$ cat src/hdl/rename_params.svh
// two-wide group only; register counts must keep the free list a power of two deep
`ifndef RENAME_PARAMS_SVH
`define RENAME_PARAMS_SVH

// ========================================
// group and register file sizes
// ========================================
`define RN_LANES      2
`define RN_ARCH_REGS  32
`define RN_PHYS_REGS  64

// field widths
`define RN_AREG_W     5
`define RN_PREG_W     6
`define RN_ECODE_W    6
`define RN_PLV_W      2

// ========================================
// exception codes
// ========================================
`define RN_ECODE_SYS  6'h0B
`define RN_ECODE_BRK  6'h0C
`define RN_ECODE_INE  6'h0D
`define RN_ECODE_IPE  6'h0E

// user mode privilege level
`define RN_PLV_USER   2'd3

`endif

$ cat src/hdl/rename_pkg.sv
// shared rename types; field widths follow rename_params.svh and lane count is fixed at two
`default_nettype none

`include "rename_params.svh"

package rename_pkg;

  // ========================================
  // plain vectors
  // ========================================
  typedef logic [`RN_AREG_W-1:0]  areg_t;
  typedef logic [`RN_PREG_W-1:0]  preg_t;
  typedef logic [`RN_ECODE_W-1:0] ecode_t;
  typedef logic [`RN_PLV_W-1:0]   plv_t;

  typedef enum logic [2:0] {
    CLASS_ALU,
    CLASS_MEM,
    CLASS_BRANCH,
    CLASS_PRIV,
    CLASS_SYSCALL,
    CLASS_BRK
  } instr_class_e;

  // ========================================
  // decoded input
  // ========================================
  typedef struct packed {
    logic         valid;
    instr_class_e iclass;
    logic         invalid_inst;
    logic         fault_valid;
    ecode_t       fault_ecode;
    areg_t        src0;
    areg_t        src1;
    areg_t        dest;
  } dec_lane_t;

  typedef dec_lane_t [`RN_LANES-1:0] dec_group_t;

  // per-lane screening result
  typedef struct packed {
    logic   excp_valid;
    ecode_t ecode;
    logic   need_preg;
  } screen_t;

  typedef screen_t [`RN_LANES-1:0] screen_lanes_t;

  // one preg per lane, used for pops, frees and table results
  typedef preg_t [`RN_LANES-1:0] preg_lanes_t;

  // translated sources of one lane
  typedef struct packed {
    preg_t src0;
    preg_t src1;
  } psrc_t;

  typedef psrc_t [`RN_LANES-1:0] psrc_lanes_t;

  // ========================================
  // renamed output
  // ========================================
  typedef struct packed {
    logic   valid;
    logic   excp_valid;
    ecode_t ecode;
    logic   dest_valid;
    areg_t  arch_dest;
    preg_t  psrc0;
    preg_t  psrc1;
    preg_t  pdest;
    preg_t  old_pdest;
  } ren_lane_t;

  typedef ren_lane_t [`RN_LANES-1:0] ren_group_t;

endpackage

`default_nettype wire

$ cat src/hdl/decode_screen.sv
// combinational; exception lanes are screened independently, invalid lanes never report
`default_nettype none

`include "rename_params.svh"

module decode_screen (
  input  rename_pkg::dec_group_t    dec_group_i,
  input  rename_pkg::plv_t          plv_i,
  output rename_pkg::screen_lanes_t screen_o
);

  logic user_mode;

  assign user_mode = (plv_i == `RN_PLV_USER);

  always_comb begin
    for (int i = 0; i < `RN_LANES; i++) begin
      screen_o[i].excp_valid = 1'b0;
      screen_o[i].ecode      = '0;

      // fixed priority, fetch fault first
      if (dec_group_i[i].fault_valid) begin
        screen_o[i].excp_valid = 1'b1;
        screen_o[i].ecode      = dec_group_i[i].fault_ecode;
      end else if (dec_group_i[i].invalid_inst) begin
        screen_o[i].excp_valid = 1'b1;
        screen_o[i].ecode      = `RN_ECODE_INE;
      end else if (dec_group_i[i].iclass == rename_pkg::CLASS_PRIV && user_mode) begin
        screen_o[i].excp_valid = 1'b1;
        screen_o[i].ecode      = `RN_ECODE_IPE;
      end else if (dec_group_i[i].iclass == rename_pkg::CLASS_SYSCALL) begin
        screen_o[i].excp_valid = 1'b1;
        screen_o[i].ecode      = `RN_ECODE_SYS;
      end else if (dec_group_i[i].iclass == rename_pkg::CLASS_BRK) begin
        screen_o[i].excp_valid = 1'b1;
        screen_o[i].ecode      = `RN_ECODE_BRK;
      end

      // empty lanes carry no exception
      if (!dec_group_i[i].valid) begin
        screen_o[i].excp_valid = 1'b0;
        screen_o[i].ecode      = '0;
      end

      // r0 writes are dropped, so no register
      screen_o[i].need_preg = dec_group_i[i].valid &&
                              !screen_o[i].excp_valid &&
                              (dec_group_i[i].dest != '0);
    end
  end

endmodule

`default_nettype wire

$ cat src/hdl/free_list.sv
// no overflow check on commit frees; avail_o saturates at two and ignores same-cycle pushes
`default_nettype none

`include "rename_params.svh"

module free_list (
  input  wire                          clk,
  input  wire                          rst_n,
  input  wire [`RN_LANES-1:0]          pop_i,
  input  wire [`RN_LANES-1:0]          free_valid_i,
  input  rename_pkg::preg_lanes_t      free_preg_i,
  output rename_pkg::preg_lanes_t      head_o,
  output logic [1:0]                   avail_o
);

  localparam int FL_DEPTH = `RN_PHYS_REGS - `RN_ARCH_REGS;
  localparam int PTR_W    = $clog2(FL_DEPTH);
  localparam int CNT_W    = PTR_W + 1;

  rename_pkg::preg_t mem_q [FL_DEPTH];

  logic [PTR_W-1:0] head_q;
  logic [PTR_W-1:0] tail_q;
  logic [CNT_W-1:0] count_q;

  logic [1:0] pop_cnt;
  logic [1:0] push_cnt;
  logic [PTR_W-1:0] head_nxt1;
  logic [PTR_W-1:0] tail_lane1;

  // ========================================
  // head entries and occupancy
  // ========================================
  assign pop_cnt  = {1'b0, pop_i[0]} + {1'b0, pop_i[1]};
  assign push_cnt = {1'b0, free_valid_i[0]} + {1'b0, free_valid_i[1]};

  assign head_nxt1 = head_q + PTR_W'(1);

  // lane 1 alone takes the head entry
  assign head_o[0] = mem_q[head_q];
  assign head_o[1] = pop_i[0] ? mem_q[head_nxt1] : mem_q[head_q];

  assign avail_o = (count_q >= CNT_W'(2)) ? 2'd2 : count_q[1:0];

  // lane 1 free lands behind lane 0 only if lane 0 pushed
  assign tail_lane1 = tail_q + PTR_W'(free_valid_i[0]);

  // ========================================
  // storage and pointers
  // ========================================
  always_ff @(posedge clk or negedge rst_n) begin
    if (!rst_n) begin
      // starts full with the registers above the identity map
      for (int i = 0; i < FL_DEPTH; i++) begin
        mem_q[i] <= rename_pkg::preg_t'(`RN_ARCH_REGS + i);
      end
      head_q  <= '0;
      tail_q  <= '0;
      count_q <= CNT_W'(FL_DEPTH);
    end else begin
      if (free_valid_i[0]) begin
        mem_q[tail_q] <= free_preg_i[0];
      end
      if (free_valid_i[1]) begin
        mem_q[tail_lane1] <= free_preg_i[1];
      end
      head_q  <= head_q + PTR_W'(pop_cnt);
      tail_q  <= tail_q + PTR_W'(push_cnt);
      count_q <= count_q + CNT_W'(push_cnt) - CNT_W'(pop_cnt);
    end
  end

endmodule

`default_nettype wire

$ cat src/hdl/rename_table.sv
// speculative map only, no checkpoint or recovery; r0 always maps to p0
`default_nettype none

`include "rename_params.svh"

module rename_table (
  input  wire                          clk,
  input  wire                          rst_n,
  input  rename_pkg::dec_group_t       lookup_i,
  input  wire [`RN_LANES-1:0]          alloc_i,
  input  rename_pkg::preg_lanes_t      new_preg_i,
  output rename_pkg::psrc_lanes_t      psrc_o,
  output rename_pkg::preg_lanes_t      pdest_o,
  output rename_pkg::preg_lanes_t      old_pdest_o
);

  rename_pkg::preg_t map_q [`RN_ARCH_REGS];

  // ========================================
  // lookup with bypass inside the group
  // ========================================
  always_comb begin
    for (int i = 0; i < `RN_LANES; i++) begin
      psrc_o[i].src0 = map_q[lookup_i[i].src0];
      psrc_o[i].src1 = map_q[lookup_i[i].src1];
      old_pdest_o[i] = map_q[lookup_i[i].dest];
      pdest_o[i]     = new_preg_i[i];

      // older lanes in the group override the table, youngest last
      for (int j = 0; j < i; j++) begin
        if (alloc_i[j] && lookup_i[j].dest == lookup_i[i].src0) begin
          psrc_o[i].src0 = new_preg_i[j];
        end
        if (alloc_i[j] && lookup_i[j].dest == lookup_i[i].src1) begin
          psrc_o[i].src1 = new_preg_i[j];
        end
        if (alloc_i[j] && lookup_i[j].dest == lookup_i[i].dest) begin
          old_pdest_o[i] = new_preg_i[j];
        end
      end
    end
  end

  // ========================================
  // update on accept
  // ========================================
  always_ff @(posedge clk or negedge rst_n) begin
    if (!rst_n) begin
      for (int r = 0; r < `RN_ARCH_REGS; r++) begin
        map_q[r] <= rename_pkg::preg_t'(r);
      end
    end else begin
      // ascending lane order, so lane 1 wins a shared dest
      for (int i = 0; i < `RN_LANES; i++) begin
        if (alloc_i[i] && lookup_i[i].dest != '0) begin
          map_q[lookup_i[i].dest] <= new_preg_i[i];
        end
      end
    end
  end

endmodule

`default_nettype wire

$ cat src/hdl/rename_merge.sv
// single output register; a group is taken whole or stalled whole
`default_nettype none

`include "rename_params.svh"

module rename_merge (
  input  wire                          clk,
  input  wire                          rst_n,
  input  wire                          dec_valid_i,
  input  rename_pkg::dec_group_t       dec_group_i,
  input  rename_pkg::screen_lanes_t    screen_i,
  input  wire [1:0]                    avail_i,
  input  rename_pkg::psrc_lanes_t      psrc_i,
  input  rename_pkg::preg_lanes_t      pdest_i,
  input  rename_pkg::preg_lanes_t      old_pdest_i,
  input  wire                          ren_ready_i,
  output logic                         accept_o,
  output logic                         dec_ready_o,
  output logic                         ren_valid_o,
  output rename_pkg::ren_group_t       ren_group_o
);

  logic [1:0] need_cnt;
  logic       out_free;
  logic       fl_ok;

  rename_pkg::ren_group_t group_d;

  // ========================================
  // accept decision
  // ========================================
  assign need_cnt = {1'b0, screen_i[0].need_preg} + {1'b0, screen_i[1].need_preg};
  assign out_free = !ren_valid_o || ren_ready_i;
  assign fl_ok    = (avail_i >= need_cnt);

  assign dec_ready_o = out_free && fl_ok;
  assign accept_o    = dec_valid_i && dec_ready_o;

  // build renamed lanes
  always_comb begin
    for (int i = 0; i < `RN_LANES; i++) begin
      group_d[i].valid      = dec_group_i[i].valid;
      group_d[i].excp_valid = screen_i[i].excp_valid;
      group_d[i].ecode      = screen_i[i].ecode;
      group_d[i].dest_valid = screen_i[i].need_preg;
      group_d[i].arch_dest  = dec_group_i[i].dest;
      group_d[i].psrc0      = psrc_i[i].src0;
      group_d[i].psrc1      = psrc_i[i].src1;
      // no allocation means nothing to free at commit
      group_d[i].pdest      = screen_i[i].need_preg ? pdest_i[i] : '0;
      group_d[i].old_pdest  = screen_i[i].need_preg ? old_pdest_i[i] : '0;
    end
  end

  // ========================================
  // output register
  // ========================================
  always_ff @(posedge clk or negedge rst_n) begin
    if (!rst_n) begin
      ren_valid_o <= 1'b0;
    end else if (accept_o) begin
      ren_valid_o <= 1'b1;
    end else if (ren_ready_i) begin
      ren_valid_o <= 1'b0;
    end
  end

  always_ff @(posedge clk) begin
    if (accept_o) begin
      ren_group_o <= group_d;
    end
  end

endmodule

`default_nettype wire

$ cat src/hdl/rename_stage.sv
// rename top; no flush or recovery, commit frees must name registers previously allocated
`default_nettype none

`include "rename_params.svh"

module rename_stage (
  input  wire                          clk,
  input  wire                          rst_n,
  // decode side
  input  wire                          dec_valid_i,
  input  rename_pkg::dec_group_t       dec_group_i,
  input  rename_pkg::plv_t             plv_i,
  output logic                         dec_ready_o,
  // dispatch side
  output logic                         ren_valid_o,
  output rename_pkg::ren_group_t       ren_group_o,
  input  wire                          ren_ready_i,
  // commit frees
  input  wire [`RN_LANES-1:0]          free_valid_i,
  input  rename_pkg::preg_lanes_t      free_preg_i
);

  rename_pkg::screen_lanes_t screen;
  rename_pkg::preg_lanes_t   fl_head;
  rename_pkg::psrc_lanes_t   rat_psrc;
  rename_pkg::preg_lanes_t   rat_pdest;
  rename_pkg::preg_lanes_t   rat_old_pdest;

  logic [1:0]           fl_avail;
  logic                 accept;
  logic [`RN_LANES-1:0] fl_pop;

  // pop only for lanes that allocate on an accepting edge
  always_comb begin
    for (int i = 0; i < `RN_LANES; i++) begin
      fl_pop[i] = screen[i].need_preg && accept;
    end
  end

  // ========================================
  // instances
  // ========================================
  decode_screen u_screen (
    .dec_group_i (dec_group_i),
    .plv_i       (plv_i),
    .screen_o    (screen)
  );

  free_list u_free_list (
    .clk          (clk),
    .rst_n        (rst_n),
    .pop_i        (fl_pop),
    .free_valid_i (free_valid_i),
    .free_preg_i  (free_preg_i),
    .head_o       (fl_head),
    .avail_o      (fl_avail)
  );

  rename_table u_table (
    .clk         (clk),
    .rst_n       (rst_n),
    .lookup_i    (dec_group_i),
    .alloc_i     (fl_pop),
    .new_preg_i  (fl_head),
    .psrc_o      (rat_psrc),
    .pdest_o     (rat_pdest),
    .old_pdest_o (rat_old_pdest)
  );

  rename_merge u_merge (
    .clk         (clk),
    .rst_n       (rst_n),
    .dec_valid_i (dec_valid_i),
    .dec_group_i (dec_group_i),
    .screen_i    (screen),
    .avail_i     (fl_avail),
    .psrc_i      (rat_psrc),
    .pdest_i     (rat_pdest),
    .old_pdest_i (rat_old_pdest),
    .ren_ready_i (ren_ready_i),
    .accept_o    (accept),
    .dec_ready_o (dec_ready_o),
    .ren_valid_o (ren_valid_o),
    .ren_group_o (ren_group_o)
  );

endmodule

`default_nettype wire

$ cat config.mk
export PLATFORM = sky130hd
export DESIGN_NAME = rename_stage
export DESIGN_NICKNAME = d
export VERILOG_FILES = /design/src/hdl/rename_pkg.sv /design/src/hdl/decode_screen.sv /design/src/hdl/free_list.sv /design/src/hdl/rename_table.sv /design/src/hdl/rename_merge.sv /design/src/hdl/rename_stage.sv
export VERILOG_INCLUDE_DIRS = /design/src /design/src/hdl
export SDC_FILE = /design/constraint.sdc
export NUM_CORES = 2
export LEC_CHECK = 0
export BUFFER_PORTS_ARGS = -buffer_cell sky130_fd_sc_hd__buf_2
export CORE_MARGIN = 3
export CORE_UTILIZATION = 46
export DETAILED_ROUTE_END_ITERATION = 8
export PLACE_DENSITY = 0.59
export SETUP_SLACK_MARGIN = 0.02
export SYNTH_ARGS = -nofsm -noshare
export SYNTH_HDL_FRONTEND = slang
export SYNTH_SLANG_ARGS = --single-unit
$ cat constraint.sdc
create_clock -name clk -period 6 [get_ports clk]
set_input_delay 0.6 -clock clk [delete_from_list [all_inputs] [get_ports clk]]
set_output_delay 0.6 -clock clk [all_outputs]
set_load 0.005 [all_outputs]
# After elaboration in Yosys (flattened, before gate mapping)
# Cells that the tools add are included.
[word_totals] ff_bits=477 latch_bits=0 ramBits=0 romBits=0 output_inout_bits=78 mem_count=0
[op_classes] n_addsub=9 multipliers=0 div_mod_pow=0 order_cmp=16 n_eq_ne=10 shift=0 mux=59 n_bitwise=10 n_reduce_logical=26
[op_table] cell="bitwise mux 192 bit" count=4
[op_table] cell="2-to-1 mux 192 bit" count=4
[op_table] cell="binary-select mux 6 bit (select 5 bit)" count=8
[op_table] cell="2-to-1 mux 6 bit" count=24
[op_table] cell="demux 6 bit (select 5 bit)" count=4
[op_table] cell="2-to-1 mux 7 bit" count=12
[op_table] cell=">= comparator 6 bit (second input constant)" count=10
[op_table] cell="NOT 5 -> 6 bit" count=10
[op_table] cell="< comparator 6 x 1 -> 1 bit (second input constant)" count=4
[op_table] cell="logical AND 1 bit" count=19
[op_table] cell="== test 5 bit" count=3
[op_table] cell="== test 3 bit (second input constant)" count=4
[op_table] cell="adder 5 x 2 -> 5 bit" count=2
[op_table] cell="nonzero test 5 bit" count=2
[op_table] cell="adder 1 x 1 -> 2 bit" count=3
[op_table] cell="adder 6 x 2 -> 6 bit" count=1
[op_table] cell="== test 3 x 2 -> 1 bit (second input constant)" count=2
[op_table] cell=">= comparator 6 x 2 -> 1 bit (second input constant)" count=1
[op_table] cell="subtractor 6 x 2 -> 6 bit" count=1
[op_table] cell="adder 5 x 1 -> 5 bit" count=1
[op_table] cell="adder 5 x 1 -> 5 bit (second input constant)" count=1
[op_table] cell="logical NOT 1 bit" count=3
[op_table] cell="== test 2 bit (second input constant)" count=1
[op_table] cell=">= comparator 2 bit" count=1
[op_table] cell="4 further kinds" count=5

# Longest topological paths before layout
[logic_depth] ltp_word=19 ltp_mapped=26 ltp_nobuf=20

# Hierarchy
# Synthesis repeated with hierarchy kept, for this count alone.
[hier_totals] cells_unflattened=3189 hier_area_um2=35651.7
[by_module_without_submodules] mod="rename_table" n_inst=1 cells_each=1663 area_each_um2=18840.6 seq_area_each_um2=4904.7
[by_module_without_submodules] mod="free_list" n_inst=1 cells_each=1362 area_each_um2=13932.1 seq_area_each_um2=5346.4
[by_module_without_submodules] mod="rename_merge" n_inst=1 cells_each=115 area_each_um2=2572.5 seq_area_each_um2=2307.2
[by_module_without_submodules] mod="decode_screen" n_inst=1 cells_each=47 area_each_um2=294.0 seq_area_each_um2=0.0
[by_module_without_submodules] mod="rename_stage" n_inst=1 cells_each=2 area_each_um2=12.5 seq_area_each_um2=0.0

# Worst setup path after synthesis
# No wires, ideal clock.
[synth_timing] path_kind="input-to-reg" from="in dec_group_i[0] in the netlist's numbering" to="reg u_table.map_q[6] in the netlist's numbering" setup_ns=0.142 arrival_time_ns=6.480 slack_ns=-0.623 cell_stages=17 n_path_buf=4 cell_sequence="buf_2 > or2_1 > o41ai_4 > buf_4 > buf_2 > or2_2 > inv_1 > ha_1 > ha_1 > or3b_1 > o2111ai_2 > inv_2 > clkbuf_1 > nand4_1 > o211a_1 > nor2_1 > o221ai_1"
[synth_rtl] item="from (decl)" line_no="rename_stage.sv:11" rtl="input rename_pkg::dec_group_t dec_group_i,"
[synth_rtl] item="to (signal, indexed assignment)" line_no="rename_table.sv:50" rtl="map_q[r] <= rename_pkg::preg_t'(r);"
[synth_rtl] item="to (signal, indexed assignment)" line_no="rename_table.sv:56" rtl="map_q[lookup_i[i].dest] <= new_preg_i[i];"
[synth_rtl] item="to (decl)" line_no="rename_table.sv:17" rtl="rename_pkg::preg_t map_q [`RN_ARCH_REGS];"

==> flow_summary.toml <==
[logic_synthesis]
avgSynthCellArea_sq_um = 11.63
synth.net_count = 3147
ys_seq_elements = 477
yosysWarnings = 0
ys_dominant_reg_cell = "dfrtp_1"
async_flop_share_pct = 84.07
seq_area_frac_synth_pct = 35.43
synth_enable_flop_cells = 76
synth_cell_types = 75
netlist_instances = 3047
netlist_area_sq_mm = 0.03545

[final_layout]
nFillCells = 6621
final_cells = 4125
nNetsFinal = 3143
drive_above_1_share_pct = 36.45
area_growth_syn_to_layout_pct = 9.877
stdcell_area_sq_mm = 0.03895

[route]
drt-pass1-iter-count = 6
drtAntennaViolNets = 0
drc = 0
via_count = 29990
vias_per_cell = 7.270
drt-total-wl_mm = 145.5
detail_route.iter0.violations = 3811
wl_per_cell_um = 35.27

[placed_design]
routabilityCongestion = 0.9891
io_buffers = 151
dp_cells = 4013
dp_hpwl_mm = 100.9
post_dp_cell_area_sq_mm = 0.03699

[global_routing]
grt_max_degree = 165
grt_pass1_wl_mm = 211.4
first_global_vias = 29640
grtUsageTotal_pct = 35.57
overflow = 0
antenna_found_initial = 5

[floorplanning]
fp.dieArea_sq_mm = 0.08042
start_util_pct = 46.59
rows = 101
coreArea_sq_mm = 0.07608
dieWidth_um = 283.6
die_y_um = 283.6
top_level_ports = 152

[critical_path]
crit_fanout = 14
crit_slowest_cell = "o21a_1"
cpPeakStageDelay_ns = 0.60
path_class = "in -> reg"
path_cells = "buf_2 -> or2_1 -> o21a_1 -> nand2_1 -> inv_1 -> ha_1 -> ha_1 -> or3b_1 -> o2111ai_4 -> or3_1 -> inv_2 -> ha_1 -> fa_1 -> inv_1 -> ha_1 -> a21o_1 -> a21oi_1 -> o21bai_1 -> a21oi_1 -> xor2_1"
cpLargestDelayFamily = "adder cells"
crit_path_frequent_cell = "ha_1"
crit_required_ns = 6.59
arrival_ns = 5.64
cp-end-kind = "register"
path_buf_inv = 4
critPathLaunchType = "input port"

[timing]
finClkSkew_ns = 0.03516
finalSetupTns_ns = 0
fin_crit_ns = 5.059
hold_violations = 0
relSlewSlack_pct = 11.17
setup_viol = 0
fmax_ghz = 0.1977
finalMaxSlewViolations = 0
finalCritPeriodShare_pct = 84.32
rsz0062_at_grt = "false"
worst_slew_pin_slew_ns = 1.329

[run_status]
status = "complete, no violations"

[clocking]
htree_levels = 2
cts_root_buffer = "clkbuf_16"
clk_transition_reported_paths_ns = 0.06
cts_buffers = 57
cts_resized = 0
clock_latency_ns = 0.67
cts_tree = "yes"
cts_sinks = 477
clk_path_buf_depth = 3

[pwr]
leakage_nw = 14.52
max-vdd-ir-drop_mv = 0.6367
powerDensity_mw_per_mm2 = 482.1

[job]
cap_violations = 0

[hold_path]
hold_class = "in -> reg"
==> flip-flops by register name, indices dropped and copies added (netlist names) <==
name                 flops
u_merge.ren_valid_o      1
u_merge.ren_group_o     76
u_free_list.tail_q       5
u_free_list.count_q      6
u_free_list.mem_q      192
u_free_list.head_q       5
u_table.map_q          192
==> layer usage <==
layer | GRT usage [%] | up-vias | share of wire [%]
met2 | 55.73 | 2216 | 46
met4 | 25.00 | 4 | 8.7
met5 | 0 | - | 0.019
li1 | - | 12020 | -
met3 | 10.43 | 596 | 11
met1 | 42.22 | 15150 | 35
==> worst register-to-register path, delay by kind of cell (launching register included) <==
| family | cells | cell delay (ns) |
|---|---|---|
| AO/OA/AOI/OAI | 2 | 1.12 |
| flip-flops | 1 | 0.42 |
| buffers and inverters | 1 | 0.56 |
| XOR/XNOR | 1 | 0.63 |
| AND/OR/NAND/NOR | 3 | 1.35 |
==> final timing paths <==
path | slack [ns] | end | start | depth (start not counted)
max | 0.94 | u_free_list.count_q[5]$_DFF_PN1_ | dec_group_i[28] | 20
min | 0.21 | u_merge.ren_group_o[71]$_SDFFCE_PN0N_ | dec_group_i[45] | 2
max reg2reg | 1.67 | u_merge.ren_group_o[47]$_SDFFCE_PN0N_ | u_free_list.head_q[1]$_DFF_PN0_ | 7
min reg2reg | 0.50 | u_table.map_q[190]$_DFF_PN0_ | u_table.map_q[190]$_DFF_PN0_ | 0
max in group asynchronous | 3.88 | u_free_list.mem_q[87]$_DFF_PN0_ | rst_n | 3
min in group asynchronous | 0.53 | u_table.map_q[65]$_DFF_PN0_ | rst_n | 2
==> synth_stat cells, types with 24 or more instances <==
master,count,area (sq um)
nor2_1,147,551.8
buf_2,56,280.3
nand3_1,58,290.3
o211ai_1,29,217.7
o21ai_1,31,155.2
o21ai_0,192,960.9
dfstp_2,193,5071
inv_1,34,127.6
a22oi_1,201,1509
nand4_1,26,162.7
dfrtp_1,208,5205
clkbuf_1,182,683.2
o221ai_1,24,210.2
nor4_1,41,256.5
buf_1,45,168.9
edfxtp_1,76,2282
mux2i_1,241,2412
mux4_2,388,8738
a21oi_1,114,570.6
mux2_2,173,1948
nand2_1,275,1032
==> timing repair <==
action | in CTS | in global routing
hold endpoints to repair | 3 | 0
hold buffers | 1 | 0
buffers inserted | 0 | 0
==> power breakdown <==
part	internal (mW)	leakage, nW	total [mW]	switching [mW]
Combinational	3.39	8.09	9.35	5.95
Clock	2.12	0.959	3.65	1.53
Sequential	4.64	5.47	5.78	1.14
==> through the flow <==
step / utilization [%] / total power, mW / hold WS (ns) / worst slack [ns]
3_5_place_dp: 48.63 / 14.83 / 0.4768 / 0.3489
5_1_grt: 51.18 / 19.34 / 0.2080 / 0.6096
2_1_floorplan: - / 11.21 / 0.3044 / 0.3334
6_report: 51.19 / 18.78 / 0.2121 / 0.9411
3_3_place_gp: 48.63 / 14.62 / 0.4556 / 0.4563
4_1_cts: 51.18 / 18.48 / 0.2048 / 0.9962
==> cell families (layout without fill, tap and decap cells) <==
kind of cell               count (synthesis)  count (layout)  synth area share (%)
muxes                                    803             803                 37.00
AOI/OAI and AO/OA                        696             696                 12.71
and+or+nand+nor                          678             678                 8.991
DFF                                      477             477                 35.43
buffers and inverters                    337             382                 4.123
xor gates and xnor gates                  30              30                0.7413
adders and majority gates                 26              26                 1.003
other                                      0               3                     0
==> cell usage in the layout (no fill, tap or decap), types with 15 or more instances in the layout <==
cell,n
a21oi_1,114
a22oi_1,201
a31oi_1,15
buf_2,144
buf_4,90
clkbuf_16,58
clkinv_2,15
dfrtp_1,206
dfstp_2,193
edfxtp_1,76
ha_1,21
inv_1,34
mux2_2,173
mux2i_1,241
mux4_2,388
nand2_1,275
nand2b_1,16
nand3_1,58
nand4_1,26
nor2_1,147
nor2b_1,21
nor3_1,19
nor4_1,39
o211ai_1,29
o21ai_0,192
o21ai_1,29
o221ai_1,24
o22ai_1,16
xnor2_1,16
==> final cells by class <==
type,count,area [sq um],share of cell area (%)
Tap cell,1030,1289,3.309
Multi-Input combinational cell,2233,21550,55.33
Timing Repair Buffer,238,1461,3.752
Sequential cell,477,12560,32.26
Clock buffer,78,1637,4.202
Clock inverter,30,300.3,0.7710
Antenna cell,3,7.507,0.01928
Inverter,36,137.6,0.3534
(Power assumes the default switching activity.)
